## src/logic/bcd_conv_macros.svh

```systemverilog
`ifndef BCD_CONV_MACROS_SVH
`define BCD_CONV_MACROS_SVH

// operand and result sizes.
`define BCD_DIGITS 4
`define BCD_W      16
`define BIN_W      14

// one shift per BCD bit, counted down from ITERS.
`define ITERS      16
`define ITER_W     5

// bus widths.
`define WB_ADR_W   2
`define WB_DAT_W   16

// register word addresses.
`define ADDR_DATA   2'd0
`define ADDR_STATUS 2'd1
`define ADDR_RESULT 2'd2

`endif
```

## src/logic/bcd_conv_pkg.sv

```systemverilog
package bcd_conv_pkg;

  // states of the conversion FSM.
  // one iteration is SHIFT, CHECK, an optional CORRECT, then ITER.
  typedef enum logic [2:0] {
    START   = 3'd0,
    SHIFT   = 3'd1,
    CHECK   = 3'd2,
    CORRECT = 3'd3,
    ITER    = 3'd4,
    DONE    = 3'd5
  } conv_state_t;

  // status register contents, busy in the top bit.
  // reads return this word zero-extended to the bus width.
  typedef struct packed {
    logic busy;
    logic done;
    logic error;
  } status_t;

endpackage

```

## src/logic/conv_ctrl_if.sv

```systemverilog
`timescale 1ns/10ps

interface conv_ctrl_if;

  // strobes from the FSM to the shift register.
  logic clear;
  logic load;
  logic shift;
  logic correct;

  // iteration bookkeeping, kept next to the FSM.
  logic last;
  logic iter_done;

  // high when some BCD digit is 8 or more.
  logic need_fix;

  modport control (
    output clear,
    output load,
    output shift,
    output correct,
    output last,
    output iter_done,
    input  need_fix
  );

  modport datapath (
    input  clear,
    input  load,
    input  shift,
    input  correct,
    output need_fix
  );

endinterface

```

## src/logic/bcd2bin_top.sv

```systemverilog
`timescale 1ns/10ps

`include "bcd_conv_macros.svh"

module bcd2bin_top (
  input  logic                 clk,
  input  logic                 rst,
  input  logic                 wb_cyc,
  input  logic                 wb_stb,
  input  logic                 wb_we,
  input  logic [`WB_ADR_W-1:0] wb_adr,
  input  logic [`WB_DAT_W-1:0] wb_dat_i,
  output logic [`WB_DAT_W-1:0] wb_dat_o,
  output logic                 wb_ack
);

  import bcd_conv_pkg::*;

  logic              start;
  logic              bad_digit;
  logic              finish;
  logic              busy;
  logic [`BCD_W-1:0] bcd_word;
  logic [`BIN_W-1:0] bin_value;
  logic [`BIN_W-1:0] result;
  status_t           status;

  conv_ctrl_if ctl_if ();

  bcd_wb_decode u_decode (
    .clk       (clk),
    .rst       (rst),
    .wb_cyc    (wb_cyc),
    .wb_stb    (wb_stb),
    .wb_we     (wb_we),
    .wb_adr    (wb_adr),
    .wb_dat_i  (wb_dat_i),
    .wb_dat_o  (wb_dat_o),
    .wb_ack    (wb_ack),
    .busy      (busy),
    .status    (status),
    .result    (result),
    .start     (start),
    .bad_digit (bad_digit),
    .bcd_word  (bcd_word)
  );

  bcd_conv_control u_control (
    .clk    (clk),
    .rst    (rst),
    .start  (start),
    .finish (finish),
    .ctl    (ctl_if.control)
  );

  bcd_shift_datapath u_datapath (
    .clk       (clk),
    .rst       (rst),
    .bcd_word  (bcd_word),
    .bin_value (bin_value),
    .ctl       (ctl_if.datapath)
  );

  bcd_result_regs u_result (
    .clk       (clk),
    .rst       (rst),
    .start     (start),
    .finish    (finish),
    .bad_digit (bad_digit),
    .bin_value (bin_value),
    .busy      (busy),
    .status    (status),
    .result    (result)
  );

endmodule

```

## src/logic/bcd_result_regs.sv

```systemverilog
`timescale 1ns/10ps

`include "bcd_conv_macros.svh"

module bcd_result_regs (
  input  logic                  clk,
  input  logic                  rst,
  input  logic                  start,
  input  logic                  finish,
  input  logic                  bad_digit,
  input  logic [`BIN_W-1:0]     bin_value,
  output logic                  busy,
  output bcd_conv_pkg::status_t status,
  output logic [`BIN_W-1:0]     result
);

  logic done_q;
  logic error_q;

  always_ff @(posedge clk) begin
    if (rst) begin
      busy    <= 1'b0;
      done_q  <= 1'b0;
      error_q <= 1'b0;
    end else begin
      if (start) begin
        busy <= 1'b1;
      end else if (finish) begin
        busy <= 1'b0;
      end

      // done stays up until the next conversion starts.
      if (start) begin
        done_q <= 1'b0;
      end else if (finish) begin
        done_q <= 1'b1;
      end

      if (bad_digit) begin
        error_q <= 1'b1;
      end else if (start) begin
        error_q <= 1'b0;
      end
    end
  end

  // a rejected word leaves the last result in place.
  always_ff @(posedge clk) begin
    if (finish) begin
      result <= bin_value;
    end
  end

  assign status.busy  = busy;
  assign status.done  = done_q;
  assign status.error = error_q;

endmodule

```

## src/logic/bcd_shift_datapath.sv

```systemverilog
`timescale 1ns/10ps

`include "bcd_conv_macros.svh"

module bcd_shift_datapath (
  input  logic              clk,
  input  logic              rst,
  input  logic [`BCD_W-1:0] bcd_word,
  output logic [`BIN_W-1:0] bin_value,
  conv_ctrl_if.datapath     ctl
);

  // upper half holds the BCD digits, lower half collects the binary bits
  // as they fall out of the bottom digit.
  logic [2*`BCD_W-1:0] sr;
  logic [2*`BCD_W-1:0] sr_fixed;
  logic                any_big;

  // every digit of 8 or more gets 3 taken off.
  always_comb begin
    sr_fixed = sr;
    any_big  = 1'b0;
    for (int d = 0; d < `BCD_DIGITS; d++) begin
      if (sr[`BCD_W + 4*d + 3]) begin
        sr_fixed[`BCD_W + 4*d +: 4] = sr[`BCD_W + 4*d +: 4] - 4'd3;
        any_big = 1'b1;
      end
    end
  end

  assign ctl.need_fix = any_big;

  // load wins over clear since both are raised in the idle state.
  always_ff @(posedge clk) begin
    if (rst) begin
      sr <= '0;
    end else if (ctl.load) begin
      sr <= {bcd_word, {`BCD_W{1'b0}}};
    end else if (ctl.clear) begin
      sr <= '0;
    end else if (ctl.shift) begin
      sr <= sr >> 1;
    end else if (ctl.correct) begin
      sr <= sr_fixed;
    end
  end

  // after the last shift the binary value sits in the low bits.
  assign bin_value = sr[`BIN_W-1:0];

endmodule

```

## src/logic/bcd_conv_control.sv

```systemverilog
`timescale 1ns/10ps

`include "bcd_conv_macros.svh"

module bcd_conv_control (
  input  logic        clk,
  input  logic        rst,
  input  logic        start,
  output logic        finish,
  conv_ctrl_if.control ctl
);

  import bcd_conv_pkg::*;

  conv_state_t state;
  conv_state_t next_state;
  logic [`ITER_W-1:0] iter_cnt;

  always_ff @(posedge clk) begin
    if (rst) begin
      state <= START;
    end else begin
      state <= next_state;
    end
  end

  always_comb begin
    case (state)
      START:   next_state = start ? SHIFT : START;
      SHIFT:   next_state = CHECK;
      CHECK:   next_state = ctl.need_fix ? CORRECT : ITER;
      CORRECT: next_state = ITER;
      ITER:    next_state = ctl.last ? DONE : SHIFT;
      DONE:    next_state = START;
      default: next_state = START;
    endcase
  end

  // the count is reloaded while idle and drops once per iteration.
  always_ff @(posedge clk) begin
    if (rst) begin
      iter_cnt <= '0;
    end else if (state == START) begin
      iter_cnt <= `ITER_W'(`ITERS);
    end else if (ctl.iter_done) begin
      iter_cnt <= iter_cnt - 1'b1;
    end
  end

  assign ctl.last = (iter_cnt == `ITER_W'(1));

  always_comb begin
    ctl.clear     = 1'b0;
    ctl.load      = 1'b0;
    ctl.shift     = 1'b0;
    ctl.correct   = 1'b0;
    ctl.iter_done = 1'b0;
    finish        = 1'b0;
    case (state)
      START: begin
        ctl.clear = 1'b1;
        ctl.load  = start;
      end
      SHIFT: begin
        ctl.shift = 1'b1;
      end
      CHECK: begin
        // need_fix settles here from the shifted register.
      end
      CORRECT: begin
        ctl.correct = 1'b1;
      end
      ITER: begin
        ctl.iter_done = 1'b1;
      end
      DONE: begin
        finish = 1'b1;
      end
      default: begin
        ctl.clear = 1'b1;
      end
    endcase
  end

endmodule

```

## src/logic/bcd_wb_decode.sv

```systemverilog
`timescale 1ns/10ps

`include "bcd_conv_macros.svh"

module bcd_wb_decode (
  input  logic                  clk,
  input  logic                  rst,
  input  logic                  wb_cyc,
  input  logic                  wb_stb,
  input  logic                  wb_we,
  input  logic [`WB_ADR_W-1:0]  wb_adr,
  input  logic [`WB_DAT_W-1:0]  wb_dat_i,
  output logic [`WB_DAT_W-1:0]  wb_dat_o,
  output logic                  wb_ack,
  input  logic                  busy,
  input  bcd_conv_pkg::status_t status,
  input  logic [`BIN_W-1:0]     result,
  output logic                  start,
  output logic                  bad_digit,
  output logic [`BCD_W-1:0]     bcd_word
);

  logic req;
  logic data_wr;
  logic digit_bad;

  // a request is not taken in its own ack cycle, so ack drops between
  // back-to-back accesses.
  assign req = wb_cyc && wb_stb && !wb_ack;

  assign data_wr = req && wb_we && (wb_adr == `ADDR_DATA);

  always_comb begin
    digit_bad = 1'b0;
    for (int d = 0; d < `BCD_DIGITS; d++) begin
      if (wb_dat_i[4*d +: 4] > 4'd9) begin
        digit_bad = 1'b1;
      end
    end
  end

  always_ff @(posedge clk) begin
    if (rst) begin
      wb_ack <= 1'b0;
    end else begin
      wb_ack <= req;
    end
  end

  // writes that arrive during a conversion are acknowledged and dropped.
  always_ff @(posedge clk) begin
    if (rst) begin
      start     <= 1'b0;
      bad_digit <= 1'b0;
    end else begin
      start     <= data_wr && !busy && !digit_bad;
      bad_digit <= data_wr && !busy && digit_bad;
    end
  end

  // only a word that starts a conversion is kept for read-back.
  always_ff @(posedge clk) begin
    if (rst) begin
      bcd_word <= '0;
    end else if (data_wr && !busy && !digit_bad) begin
      bcd_word <= wb_dat_i;
    end
  end

  // read data is registered together with ack.
  always_ff @(posedge clk) begin
    if (req && !wb_we) begin
      case (wb_adr)
        `ADDR_DATA:   wb_dat_o <= bcd_word;
        `ADDR_STATUS: wb_dat_o <= {{(`WB_DAT_W - $bits(status)){1'b0}}, status};
        `ADDR_RESULT: wb_dat_o <= {{(`WB_DAT_W - `BIN_W){1'b0}}, result};
        default:      wb_dat_o <= '0;
      endcase
    end
  end

endmodule

```

## config.mk

```make
export PLATFORM = sky130hd
export DESIGN_NAME = bcd2bin_top
export DESIGN_NICKNAME = d
export VERILOG_FILES = /design/src/logic/bcd_conv_pkg.sv /design/src/logic/conv_ctrl_if.sv /design/src/logic/bcd2bin_top.sv /design/src/logic/bcd_result_regs.sv /design/src/logic/bcd_shift_datapath.sv /design/src/logic/bcd_conv_control.sv /design/src/logic/bcd_wb_decode.sv
export VERILOG_INCLUDE_DIRS = /design/src /design/src/logic
export SDC_FILE = /design/constraint.sdc
export NUM_CORES = 1
export LEC_CHECK = 0
export ABC_AREA = 1
export BUFFER_PORTS_ARGS = -buffer_cell sky130_fd_sc_hd__buf_2
export CAP_MARGIN = 20
export CORE_MARGIN = 10
export CORE_UTILIZATION = 44
export DETAILED_ROUTE_END_ITERATION = 12
export HOLD_SLACK_MARGIN = 0.08
export SYNTH_ARGS = -nofsm -noshare
export SYNTH_HDL_FRONTEND = slang
export SYNTH_SLANG_ARGS = --single-unit
```

## constraint.sdc

```tcl
create_clock -name clk -period 1.9 [get_ports clk]
set_clock_uncertainty 0.15 [all_clocks]
set_input_delay 0.285 -clock clk [delete_from_list [all_inputs] [get_ports clk]]
set_output_delay 0.285 -clock clk [all_outputs]
set_load 0.1 [all_outputs]
```

==> flow_summary_export.csv, run 1 <==
group,metric,value,unit
status,outcome,"finished clean",
place,gp_congestion,0.813,
clock_network,cts-root-buf,"clkbuf_8",
die,coreArea,8810,sq um
worst_setup_path,cpMaxStageDelayCell,"dlygate4sd3_1",
detailed_routing,drt_pass1_iterations,5,
clock_network,clk_latency,0.36,ns
global_routing,overflow,0,
timing,period_needed,1.70,ns
power,vdd_drop_max,0.000401,V
logic_synthesis,yosysTopAreaCell,"dfxtp_1",
die,fp-row-count,34,
logic_synthesis,synth_seq_cells,92,
detailed_routing,viasPerCell,5.12,
detailed_routing,wl_per_cell,14.9,microns
global_routing,grt_max_degree,19,
timing,max_slew.worst_pin.slew,0.846,ns
timing,rsz0062_at_grt,"false",
place,pre_cts_ws,-0.0780,ns
final_layout,nets,571,
logic_synthesis,synth.distinct_cells,34,
timing,worst_slack,0.199,ns
die,io_pins,40,
place,hpwl,7.30,mm
final_layout,nFillCells,820,
die,dieArea,13400,sq um
final_layout,drive_gt1_share,17.0,%
final_layout,diodes,0,
logic_synthesis,synth_top_area_share,30.9,%
clock_network,cts_buffers,9,
logic_synthesis,yosys-top-cells-area,"dfxtp_1 31%, edfxtp_1 22%, nand2_1 12%, nor2_1 6.1%, a21oi_1 3.9%",
detailed_routing,drt_iter0_markers,262,
die,start_util,45.7,%
final_layout,areaGrowthSynthToFinish,16.9,%
detailed_routing,vias,3354,
die,die_w,116,microns
final_layout,regArea,2140,sq um
worst_setup_path,cp_max_fo,2,
global_routing,grt_antenna_before_repair,0,
detailed_routing,drc,0,
die,die_y,116,microns
worst_setup_path,crit_path_end_kind,"flip-flop",
power,power_density,754,nW/um^2
global_routing,grt_util_all_layers,15.0,%
clock_network,cts_tree,"yes",
detailed_routing,ant_nets,0,
worst_setup_path,cp.arrival,1.86,ns
logic_synthesis,avgSynthCellArea,8.36,sq um
worst_hold_path,hold_path_class,"input pin to flip-flop",
global_routing,grt_pass1_vias,3196,
clock_network,clk_pin_slew_worst_paths,0.10,ns
worst_setup_path,start_kind,"input pin",
final_layout,multi_input_area,1640,sq um
timing,hold_violations,0,
logic_synthesis,syn_nets,510,
detailed_routing,drt_wl_total,9.78,mm
timing,whs,0.0954,ns
logic_synthesis,synth_warnings,0,
timing,slew_violations,0,
place,io_buffer_count,39,
global_routing,grt_pass1_wl,15.9,mm
clock_network,htreeDepth,3,
logic_synthesis,syn_area,4020,sq um
worst_setup_path,path_cells,"dlygate4sd3_1 -> buf_2 -> o21ai_0 -> nand2_1 -> nor2_4 -> buf_4 -> nand3_1 -> o21ai_0 -> o21ai_0 -> inv_1",
clock_network,cts.sinks,92,
logic_synthesis,syn_inst,481,
timing,timing.final.crit_share,89.5,%
timing,setup_viol,0,
worst_setup_path,required,2.06,ns
logic_synthesis,ys_seq_area_share,53.3,%
flow_run,cap_violations,0,
worst_setup_path,max_stage_delay,0.53,ns
worst_setup_path,path_common_cell,"o21ai_0",
timing,fmax,588,MHz
clock_network,clock_path_buffers,2,
worst_setup_path,crit_type,"input pin to flip-flop",
timing,relSlewSlack,43.4,%
power,p_leak,1.90,nW
per-stage QoR:
step                std cells  util (%)  cell area (sq um)  total power [mW]  TNS, ns
floorplan                 481         -               4020              2.23        0
global placement          626      49.5               4360              2.30   -0.244
detailed placement        626      49.5               4360              2.30   -0.894
CTS                       655      53.2               4680              3.58        0
global route              655      53.4               4700              3.67        0
finish                    655      53.4               4700              3.54        0
layout make-up:
| type | instances | area share, % |
|---|---|---|
| tap | 108 | 2.88 |
| timing repair buffer | 65 | 9.00 |
| inverter | 42 | 3.41 |
| clock inverter | 7 | 1.46 |
| multi-input combinational | 332 | 35.0 |
| sequential | 92 | 45.6 |
| clock buffer | 9 | 2.64 |
power by group:
| group | internal [mW] | switching (mW) |
|---|---|---|
| sequential | 2.04 | 0.00588 |
| combinational | 0.0747 | 0.163 |
| clock | 0.510 | 0.752 |
| total | 2.62 | 0.921 |
worst max-delay path: cells and delay by family:
kind / cells / cell delay [ns]
buffers and inverters: 4 / 0.84
and+or+nand+nor: 3 / 0.42
AOI/OAI and AO/OA: 3 / 0.30
timing repair:
item,4_1_cts,5_1_grt
endpoints found under the setup margin,0,15
endpoints found under the hold margin,13,0
gates resized for setup,0,5
hold buffers,13,0
setup buffers,0,0
cell usage in the layout (no fill, tap or decap), types with 13 or more instances in the layout:
cell type / n
buf_4: 13
nand3_1: 31
o21ai_0: 28
dlygate4sd3_1: 13
nor2_1: 63
dfxtp_1: 61
edfxtp_1: 30
inv_1: 37
nand2_1: 126
buf_2: 39
a21oi_1: 31
cells in the mapped netlist:
cell	n
nand4_1	3
nor3_1	1
clkbuf_2	1
buf_4	1
buf_6	3
nand2_4	5
clkbuf_1	4
o21bai_1	1
nand3b_1	2
edfxtp_1	30
a211oi_1	1
o21ai_0	29
nand3_4	1
dfxtp_1	62
ha_1	6
a31oi_1	2
nor2_4	2
o211a_1	1
nor2_1	65
xor2_1	5
inv_1	37
and3_1	1
or2_2	1
a21oi_1	31
nand3_1	31
nor4_1	1
nand3_2	1
inv_2	5
nand2_8	1
nand2_2	5
buf_2	6
nand2_1	126
nor2_2	1
a22o_1	9
logic make-up after synthesis:
| logic type | share of synthesized area (%) |
|---|---|
| AND/OR/NAND/NOR | 27.2 |
| AO/OA/AOI/OAI | 10.4 |
| buffers and inverters | 6.19 |
| flip-flops | 53.3 |
| adder cells (fa/ha/maj) | 1.87 |
| XOR/XNOR | 1.09 |
flip-flops by register name, indices dropped and copies added (netlist names):
register	count
u_control.iter_cnt	5
u_control.state	3
u_datapath.sr	32
u_decode.bad_digit	1
u_decode.bcd_word	16
u_decode.start	1
u_decode.wb_ack	1
u_decode.wb_dat_o	16
u_result.busy	1
u_result.done_q	1
u_result.error_q	1
u_result.result	14
metal layers:
metal	share of wire, %	up-vias	GRT usage, %
met5	0	-	0
met4	1.2	0	4.65
met3	4.9	10	2.74
met2	47	63	24.9
met1	47	1585	19.4
li1	-	1696	-
path summary, 6_finish.rpt:
| check | start | to | slack, ns | depth (start not counted) |
|---|---|---|---|---|
| setup / recovery | wb_dat_i[7] | u_decode.bcd_word[15] | 0.20 | 10 |
| hold / removal | wb_dat_i[5] | u_decode.bcd_word[5] | 0.1 | 3 |
| setup reg to reg | u_control.state[0] | u_datapath.sr[24] | 0.21 | 10 |
| hold reg to reg | u_datapath.sr[0] | u_result.result[0] | 0.30 | 0 |
No activity file was read; power rests on OpenSTA's default activity.
==> run 2: changes to the inputs <==
--- a/config.mk
+++ b/config.mk
@@ -6,13 +6,13 @@
 export SDC_FILE = /design/constraint.sdc
 export NUM_CORES = 1
 export LEC_CHECK = 0
-export ABC_AREA = 1
 export BUFFER_PORTS_ARGS = -buffer_cell sky130_fd_sc_hd__buf_2
 export CAP_MARGIN = 20
 export CORE_MARGIN = 10
-export CORE_UTILIZATION = 44
+export CORE_UTILIZATION = 53
 export DETAILED_ROUTE_END_ITERATION = 12
 export HOLD_SLACK_MARGIN = 0.08
+export PLACE_DENSITY = 0.75
 export SYNTH_ARGS = -nofsm -noshare
 export SYNTH_HDL_FRONTEND = slang
 export SYNTH_SLANG_ARGS = --single-unit
==> flow_summary_export.csv, run 2 <==
group,metric,value,unit
status,outcome,"finished clean",
final_layout,areaGrowthSynthToFinish,19.9,%
timing,max_slew.worst_pin.slew,0.627,ns
place,io_buffer_count,39,
logic_synthesis,synth.distinct_cells,41,
clock_network,htreeDepth,3,
detailed_routing,drt_pass1_iterations,4,
worst_setup_path,r2r-start,"u_result.busy",
place,pre_cts_ws,0.0214,ns
final_layout,final_common_cell,"nand2_1",
die,io_pins,40,
timing,setup_viol,0,
worst_setup_path,crit_type,"input pin to flip-flop",
final_layout,post-route-cell-area,4980,sq um
die,die_w,109,microns
place,placed_area,4610,sq um
die,start_util,54.1,%
timing,fmax,538,MHz
worst_setup_path,crit_path_end_kind,"flip-flop",
die,fp-row-count,32,
detailed_routing,viasPerCell,5.47,
flow_run,cap_violations,0,
detailed_routing,wl_per_cell,16.0,microns
worst_setup_path,r2r_end,"u_decode.bcd_word[8]",
clock_network,cts-root-buf,"clkbuf_8",
logic_synthesis,syn_area,4160,sq um
logic_synthesis,syn_nets,468,
timing,period_needed,1.86,ns
worst_hold_path,hold_path_class,"input pin to flip-flop",
detailed_routing,vias,3357,
logic_synthesis,syn_inst,439,
detailed_routing,ant_nets,0,
power,power_density,711,nW/um^2
timing,relSlewSlack,58.1,%
worst_hold_path,hold-path-cell-count,2,
global_routing,overflow,0,
power,p_leak,1.89,nW
global_routing,grt_antenna_before_repair,0,
logic_synthesis,synth_most_common_cell,"nand2_1",
logic_synthesis,async_flop_share,0,%
die,dieArea,11800,sq um
clock_network,cts_tree,"yes",
worst_setup_path,cp.arrival,2.00,ns
detailed_routing,drt_iter0_markers,196,
clock_network,clk_latency,0.36,ns
detailed_routing,drt_wl_total,9.82,mm
die,die_y,109,microns
global_routing,grt_util_all_layers,17.1,%
place,gp_congestion,0.890,
timing,hold_violations,0,
timing,timing.final.crit_share,97.8,%
logic_synthesis,synth_edf_count,30,
logic_synthesis,yosysTopAreaCell,"dfxtp_1",
global_routing,grt_pass1_wl,16.1,mm
final_layout,regMostFlops,"u_datapath.sr",
final_layout,fin_util,64.8,%
power,vdd_drop_max,0.000575,V
final_layout,top_regs,"u_datapath.sr: 32 flops, u_decode.bcd_word: 16 flops, u_decode.wb_dat_o: 16 flops",
clock_network,cts.sinks,92,
detailed_routing,drc,0,
clock_network,clock_path_buffers,2,
logic_synthesis,ys_seq_area_share,51.5,%
logic_synthesis,avgSynthCellArea,9.47,sq um
worst_setup_path,r2r_setup_slack,0.10,ns
logic_synthesis,synth_warnings,0,
logic_synthesis,synth.top_cells.by_count,"68 x nand2_1, 62 x dfxtp_1, 40 x nor2_1, 37 x a21oi_1, 37 x nand2b_1",
clock_network,cts_buffers,9,
worst_hold_path,hold_start,"rst",
worst_setup_path,required,2.04,ns
timing,slew_violations,0,
final_layout,drive_gt1_share,19.3,%
worst_setup_path,start_kind,"input pin",
logic_synthesis,synth_ff_type,"dfxtp_1",
worst_setup_path,cp_max_fo,8,
power,power,3.54,mW
final_layout,layout_common_cells,"68 x nand2_1, 61 x dfxtp_1, 40 x nor2_1",
worst_setup_path,r2r_cells,6,
clock_network,clk_pin_slew_worst_paths,0.10,ns
place,hpwl,7.16,mm
logic_synthesis,synth_top_area_share,29.9,%
timing,worst_slack,0.0427,ns
final_layout,diodes,0,
global_routing,grt_max_degree,30,
logic_synthesis,synth_seq_cells,92,
worst_hold_path,hold_path_end,"u_decode.wb_ack",
final_layout,nets,536,
global_routing,grt_pass1_vias,3230,
logic_synthesis,yosys-top-cells-area,"dfxtp_1 30%, edfxtp_1 22%, mux2i_1 7.0%, nand2_1 6.1%, nand2b_1 5.6%",
timing,whs,0.125,ns
die,coreArea,7690,sq um
final_layout,largest_reg_flops,32,
run 2: changes by cell type after synthesis, sizes merged, moves of 6 or more:
cell / previous run / this run
inv: 42 / 11
a22o: 9 / 0
a21oi: 31 / 37
clkbuf: 5 / 23
nand3: 33 / 0
buf: 10 / 3
a311oi: 0 / 9
mux2i: 0 / 29
nor2b: 0 / 9
nand2: 137 / 68
nor2: 68 / 41
nand2b: 0 / 37
run 2: area by class of cell:
type / instances / area, sq um
Fill cell: 628 / 2700
Sequential cell: 92 / 2150
Multi-Input combinational cell: 310 / 1870
Timing Repair Buffer: 83 / 607
Tap cell: 102 / 128
Clock buffer: 9 / 124
Clock inverter: 7 / 67.6
Inverter: 11 / 41.3
run 2: critical path, cell delays in order:
cell and delay (ns):
dlygate4sd3_1 0.54, buf_2 0.13, o21ai_1 0.12, nand4_1 0.22, buf_4 0.21, nor2_8 0.13
buf_12 0.14, mux2i_1 0.20
run 2: what timing repair did:
item                                    CTS  global route
gates resized for setup                   0             7
buffers inserted                          0             1
hold buffers                             16             0
endpoints found under the setup margin    0            17
endpoints found under the hold margin    16             0
run 2: worst max-delay path by stage:
stage	start	end	cells past startpoint	slack, ns
2_1_floorplan	u_decode.wb_ack	u_decode.bcd_word[11]	4	-0.06
3_3_place_gp	wb_dat_i[13]	u_decode.bcd_word[12]	7	0.09
3_5_place_dp	wb_dat_i[1]	u_decode.bcd_word[8]	7	0.02
4_1_cts	wb_dat_i[3]	u_decode.bcd_word[8]	8	0.02
5_1_grt	wb_dat_i[3]	u_decode.bcd_word[2]	8	-0.01
6_report	wb_dat_i[3]	u_decode.bcd_word[8]	8	0.04
run 2: metrics by stage:
step | TNS [ns] | std cells
2_1_floorplan | -0.0609 | 439
3_3_place_gp | 0 | 581
3_5_place_dp | 0 | 581
4_1_cts | 0 | 613
5_1_grt | -0.0115 | 614
6_report | 0 | 614
run 2: routing by layer:
layer	share of wire, %	global-route usage [%]	routed length, microns	vias up
met5	0	0	0	-
met4	1.6	6.59	155	0
met3	6.5	3.27	636	12
met2	47	26.6	4600	116
met1	45	23.0	4430	1564
li1	-	-	-	1665
run 2: logic make-up after synthesis:
group | synth area share, %
xor+xnor | 1.05
flops | 51.5
fa+ha+maj | 1.81
simple gates | 20.9
buf+inv | 3.73
compound gates | 14.0
mux | 6.98
run 2: report_power, final:
part / switching, mW / total [mW] / internal (mW)
sequential: 0.00480 / 2.03 / 2.03
clock: 0.762 / 1.27 / 0.510
combinational: 0.147 / 0.236 / 0.0885
==> run 3: changes to the inputs <==
--- a/config.mk
+++ b/config.mk
@@ -6,13 +6,14 @@
 export SDC_FILE = /design/constraint.sdc
 export NUM_CORES = 1
 export LEC_CHECK = 0
+export ABC_AREA = 1
 export BUFFER_PORTS_ARGS = -buffer_cell sky130_fd_sc_hd__buf_2
 export CAP_MARGIN = 20
 export CORE_MARGIN = 10
 export CORE_UTILIZATION = 53
 export DETAILED_ROUTE_END_ITERATION = 12
 export HOLD_SLACK_MARGIN = 0.08
-export PLACE_DENSITY = 0.75
+export PLACE_DENSITY = 0.76
 export SYNTH_ARGS = -nofsm -noshare
 export SYNTH_HDL_FRONTEND = slang
 export SYNTH_SLANG_ARGS = --single-unit
==> flow_summary_export.csv, run 3 (same netlist as run 1, synthesis figures left out) <==
group,metric,value,unit
status,outcome,"finished clean",
timing,relSlewSlack,33.2,%
die,die_w,107,microns
worst_setup_path,cp_max_fo,18,
die,start_util,54.8,%
global_routing,grt_pass1_vias,3292,
global_routing,overflow,0,
worst_setup_path,start_kind,"input pin",
place,hpwl,6.64,mm
detailed_routing,ant_nets,0,
global_routing,grt_pass1_wl,15.8,mm
worst_setup_path,path_cells,"dlygate4sd3_1 -> buf_2 -> o21ai_0 -> nand2_1 -> nor2_2 -> nand2_4 -> o21ai_0 -> nor2_1",
timing,period_needed,1.78,ns
worst_hold_path,hold_start,"wb_dat_i[3]",
power,vdd_drop_max,0.000495,V
clock_network,htreeDepth,3,
global_routing,grt_util_met1,21.1,%
worst_setup_path,max_stage_delay,0.53,ns
global_routing,grt_antenna_before_repair,0,
worst_setup_path,crit_type,"input pin to flip-flop",
global_routing,busiest_layer,"met2",
clock_network,cts-root-buf,"clkbuf_8",
die,coreArea,7330,sq um
worst_hold_path,hold-path-cell-count,3,
final_layout,fin_util,63.8,%
timing,hold_violations,0,
timing,setup_viol,0,
place,placed_area,4330,sq um
place,gp_congestion,0.838,
worst_setup_path,r2r-start,"u_control.state[0]",
final_layout,post-route-cell-area,4670,sq um
timing,max_slew.worst_pin.slew,0.998,ns
die,die_y,107,microns
power,p_leak,1.89,nW
detailed_routing,drt_pass1_iterations,6,
timing,timing.final.crit_share,93.9,%
global_routing,grt_max_degree,19,
detailed_routing,viasPerCell,5.30,
final_layout,regMostFlops,"u_datapath.sr",
clock_network,clk_latency,0.37,ns
final_layout,final_common_cell,"nand2_1",
detailed_routing,drt_iter0_markers,211,
worst_setup_path,r2r_cells,7,
flow_run,cap_violations,0,
worst_setup_path,cp.arrival,1.90,ns
worst_hold_path,hold_path_class,"input pin to flip-flop",
global_routing,grt_use_met3,3.95,%
place,io_buffer_count,39,
worst_setup_path,r2r_end,"u_datapath.sr[16]",
clock_network,cts.sinks,92,
worst_setup_path,required,2.01,ns
detailed_routing,drt_wl_total,9.24,mm
detailed_routing,wl_per_cell,14.4,microns
die,io_pins,40,
die,fp-row-count,31,
final_layout,nets,568,
clock_network,cts_tree,"yes",
global_routing,grt_util_all_layers,16.7,%
final_layout,largest_reg_flops,32,
detailed_routing,drc,0,
final_layout,top_regs,"u_datapath.sr: 32 flops, u_decode.bcd_word: 16 flops, u_decode.wb_dat_o: 16 flops",
worst_setup_path,cpMaxStageDelayCell,"dlygate4sd3_1",
power,power,3.55,mW
detailed_routing,vias,3408,
final_layout,drive_gt1_share,16.4,%
power,power_density,760,nW/um^2
clock_network,clock_path_buffers,2,
clock_network,clk_pin_slew_worst_paths,0.10,ns
final_layout,layout_common_cells,"126 x nand2_1, 63 x nor2_1, 61 x dfxtp_1",
worst_setup_path,crit_path_end_kind,"flip-flop",
timing,slew_violations,0,
worst_hold_path,hold_path_end,"u_decode.bcd_word[3]",
worst_setup_path,path_common_cell,"o21ai_0",
final_layout,diodes,0,
clock_network,cts_buffers,9,
timing,fmax,560,MHz
die,dieArea,11500,sq um
global_routing,met2_usage,26.8,%
final_layout,areaGrowthSynthToFinish,16.3,%
clock_network,postCtsSetupBuffers,0,
worst_setup_path,r2r_setup_slack,0.21,ns
worst_setup_path,startpoint,"wb_dat_i[5]",
-- run 3: changes by cell type in the layout (fill, tap and decap cells not counted), sizes merged, moves of 6 or more --
cell    previous run  this run
nand2             68       137
nand2b            37         0
nand3              0        33
inv               15        45
mux2i             29         0
nor2              41        68
buf               67        48
a22o               0         9
a311oi             9         0
nor2b              9         0
a21oi             37        31
-- run 3: how the worst max path moves through the flow --
stage,end,cells past startpoint,slack (ns)
3_5_place_dp,u_decode.bcd_word[1],8,0.07
2_1_floorplan,u_decode.wb_dat_o[0],2,0.13
4_1_cts,u_decode.bcd_word[4],9,0.03
5_1_grt,u_decode.bcd_word[0],9,-0.008
6_report,u_decode.bcd_word[0],8,0.12
3_3_place_gp,u_decode.bcd_word[0],8,0.13
-- run 3: area by class of cell --
type | instances | area, sq um
Clock buffer | 10 | 138
Clock inverter | 6 | 55.1
Fill cell | 627 | 2660
Inverter | 42 | 160
Multi-Input combinational cell | 332 | 1640
Sequential cell | 92 | 2140
Tap cell | 99 | 124
Timing Repair Buffer | 62 | 415
-- run 3: stage by stage --
stage / hold slack (ns) / instances / worst slack (ns) / TNS (ns)
final: 0.0766 / 643 / 0.115 / 0
after global placement: 0.269 / 613 / 0.130 / 0
after floorplan: 0.259 / 481 / 0.131 / 0
after CTS: 0.0859 / 642 / 0.0299 / 0
after detailed placement: 0.269 / 613 / 0.0670 / 0
after global routing: 0.0962 / 643 / -0.00762 / -0.00762
-- run 3: where the power goes --
part | internal, mW | leakage (nW) | switching [mW] | total (mW)
Combinational | 0.0725 | 1.04 | 0.162 | 0.235
Sequential | 2.04 | 0.754 | 0.00527 | 2.04
Clock | 0.536 | 0.0929 | 0.740 | 1.28
-- run 3: routing by layer --
layer / share of wire (%) / up-vias
met5: 0 / -
met4: 2.3 / 0
met3: 6.4 / 20
met2: 47 / 117
met1: 45 / 1584
li1: - / 1687
-- run 3: critical path: cells and delay by family --
| family | cells | cell delay, ns |
|---|---|---|
| buf+inv | 2 | 0.67 |
| simple gates | 4 | 0.53 |
| compound gates | 2 | 0.40 |
-- run 3: repair_timing --
| action | 4_1_cts | 5_1_grt |
|---|---|---|
| endpoints found under the hold margin | 13 | 1 |
| endpoints found under the setup margin | 0 | 16 |
| resized for setup | 0 | 4 |
| hold buffers | 13 | 1 |
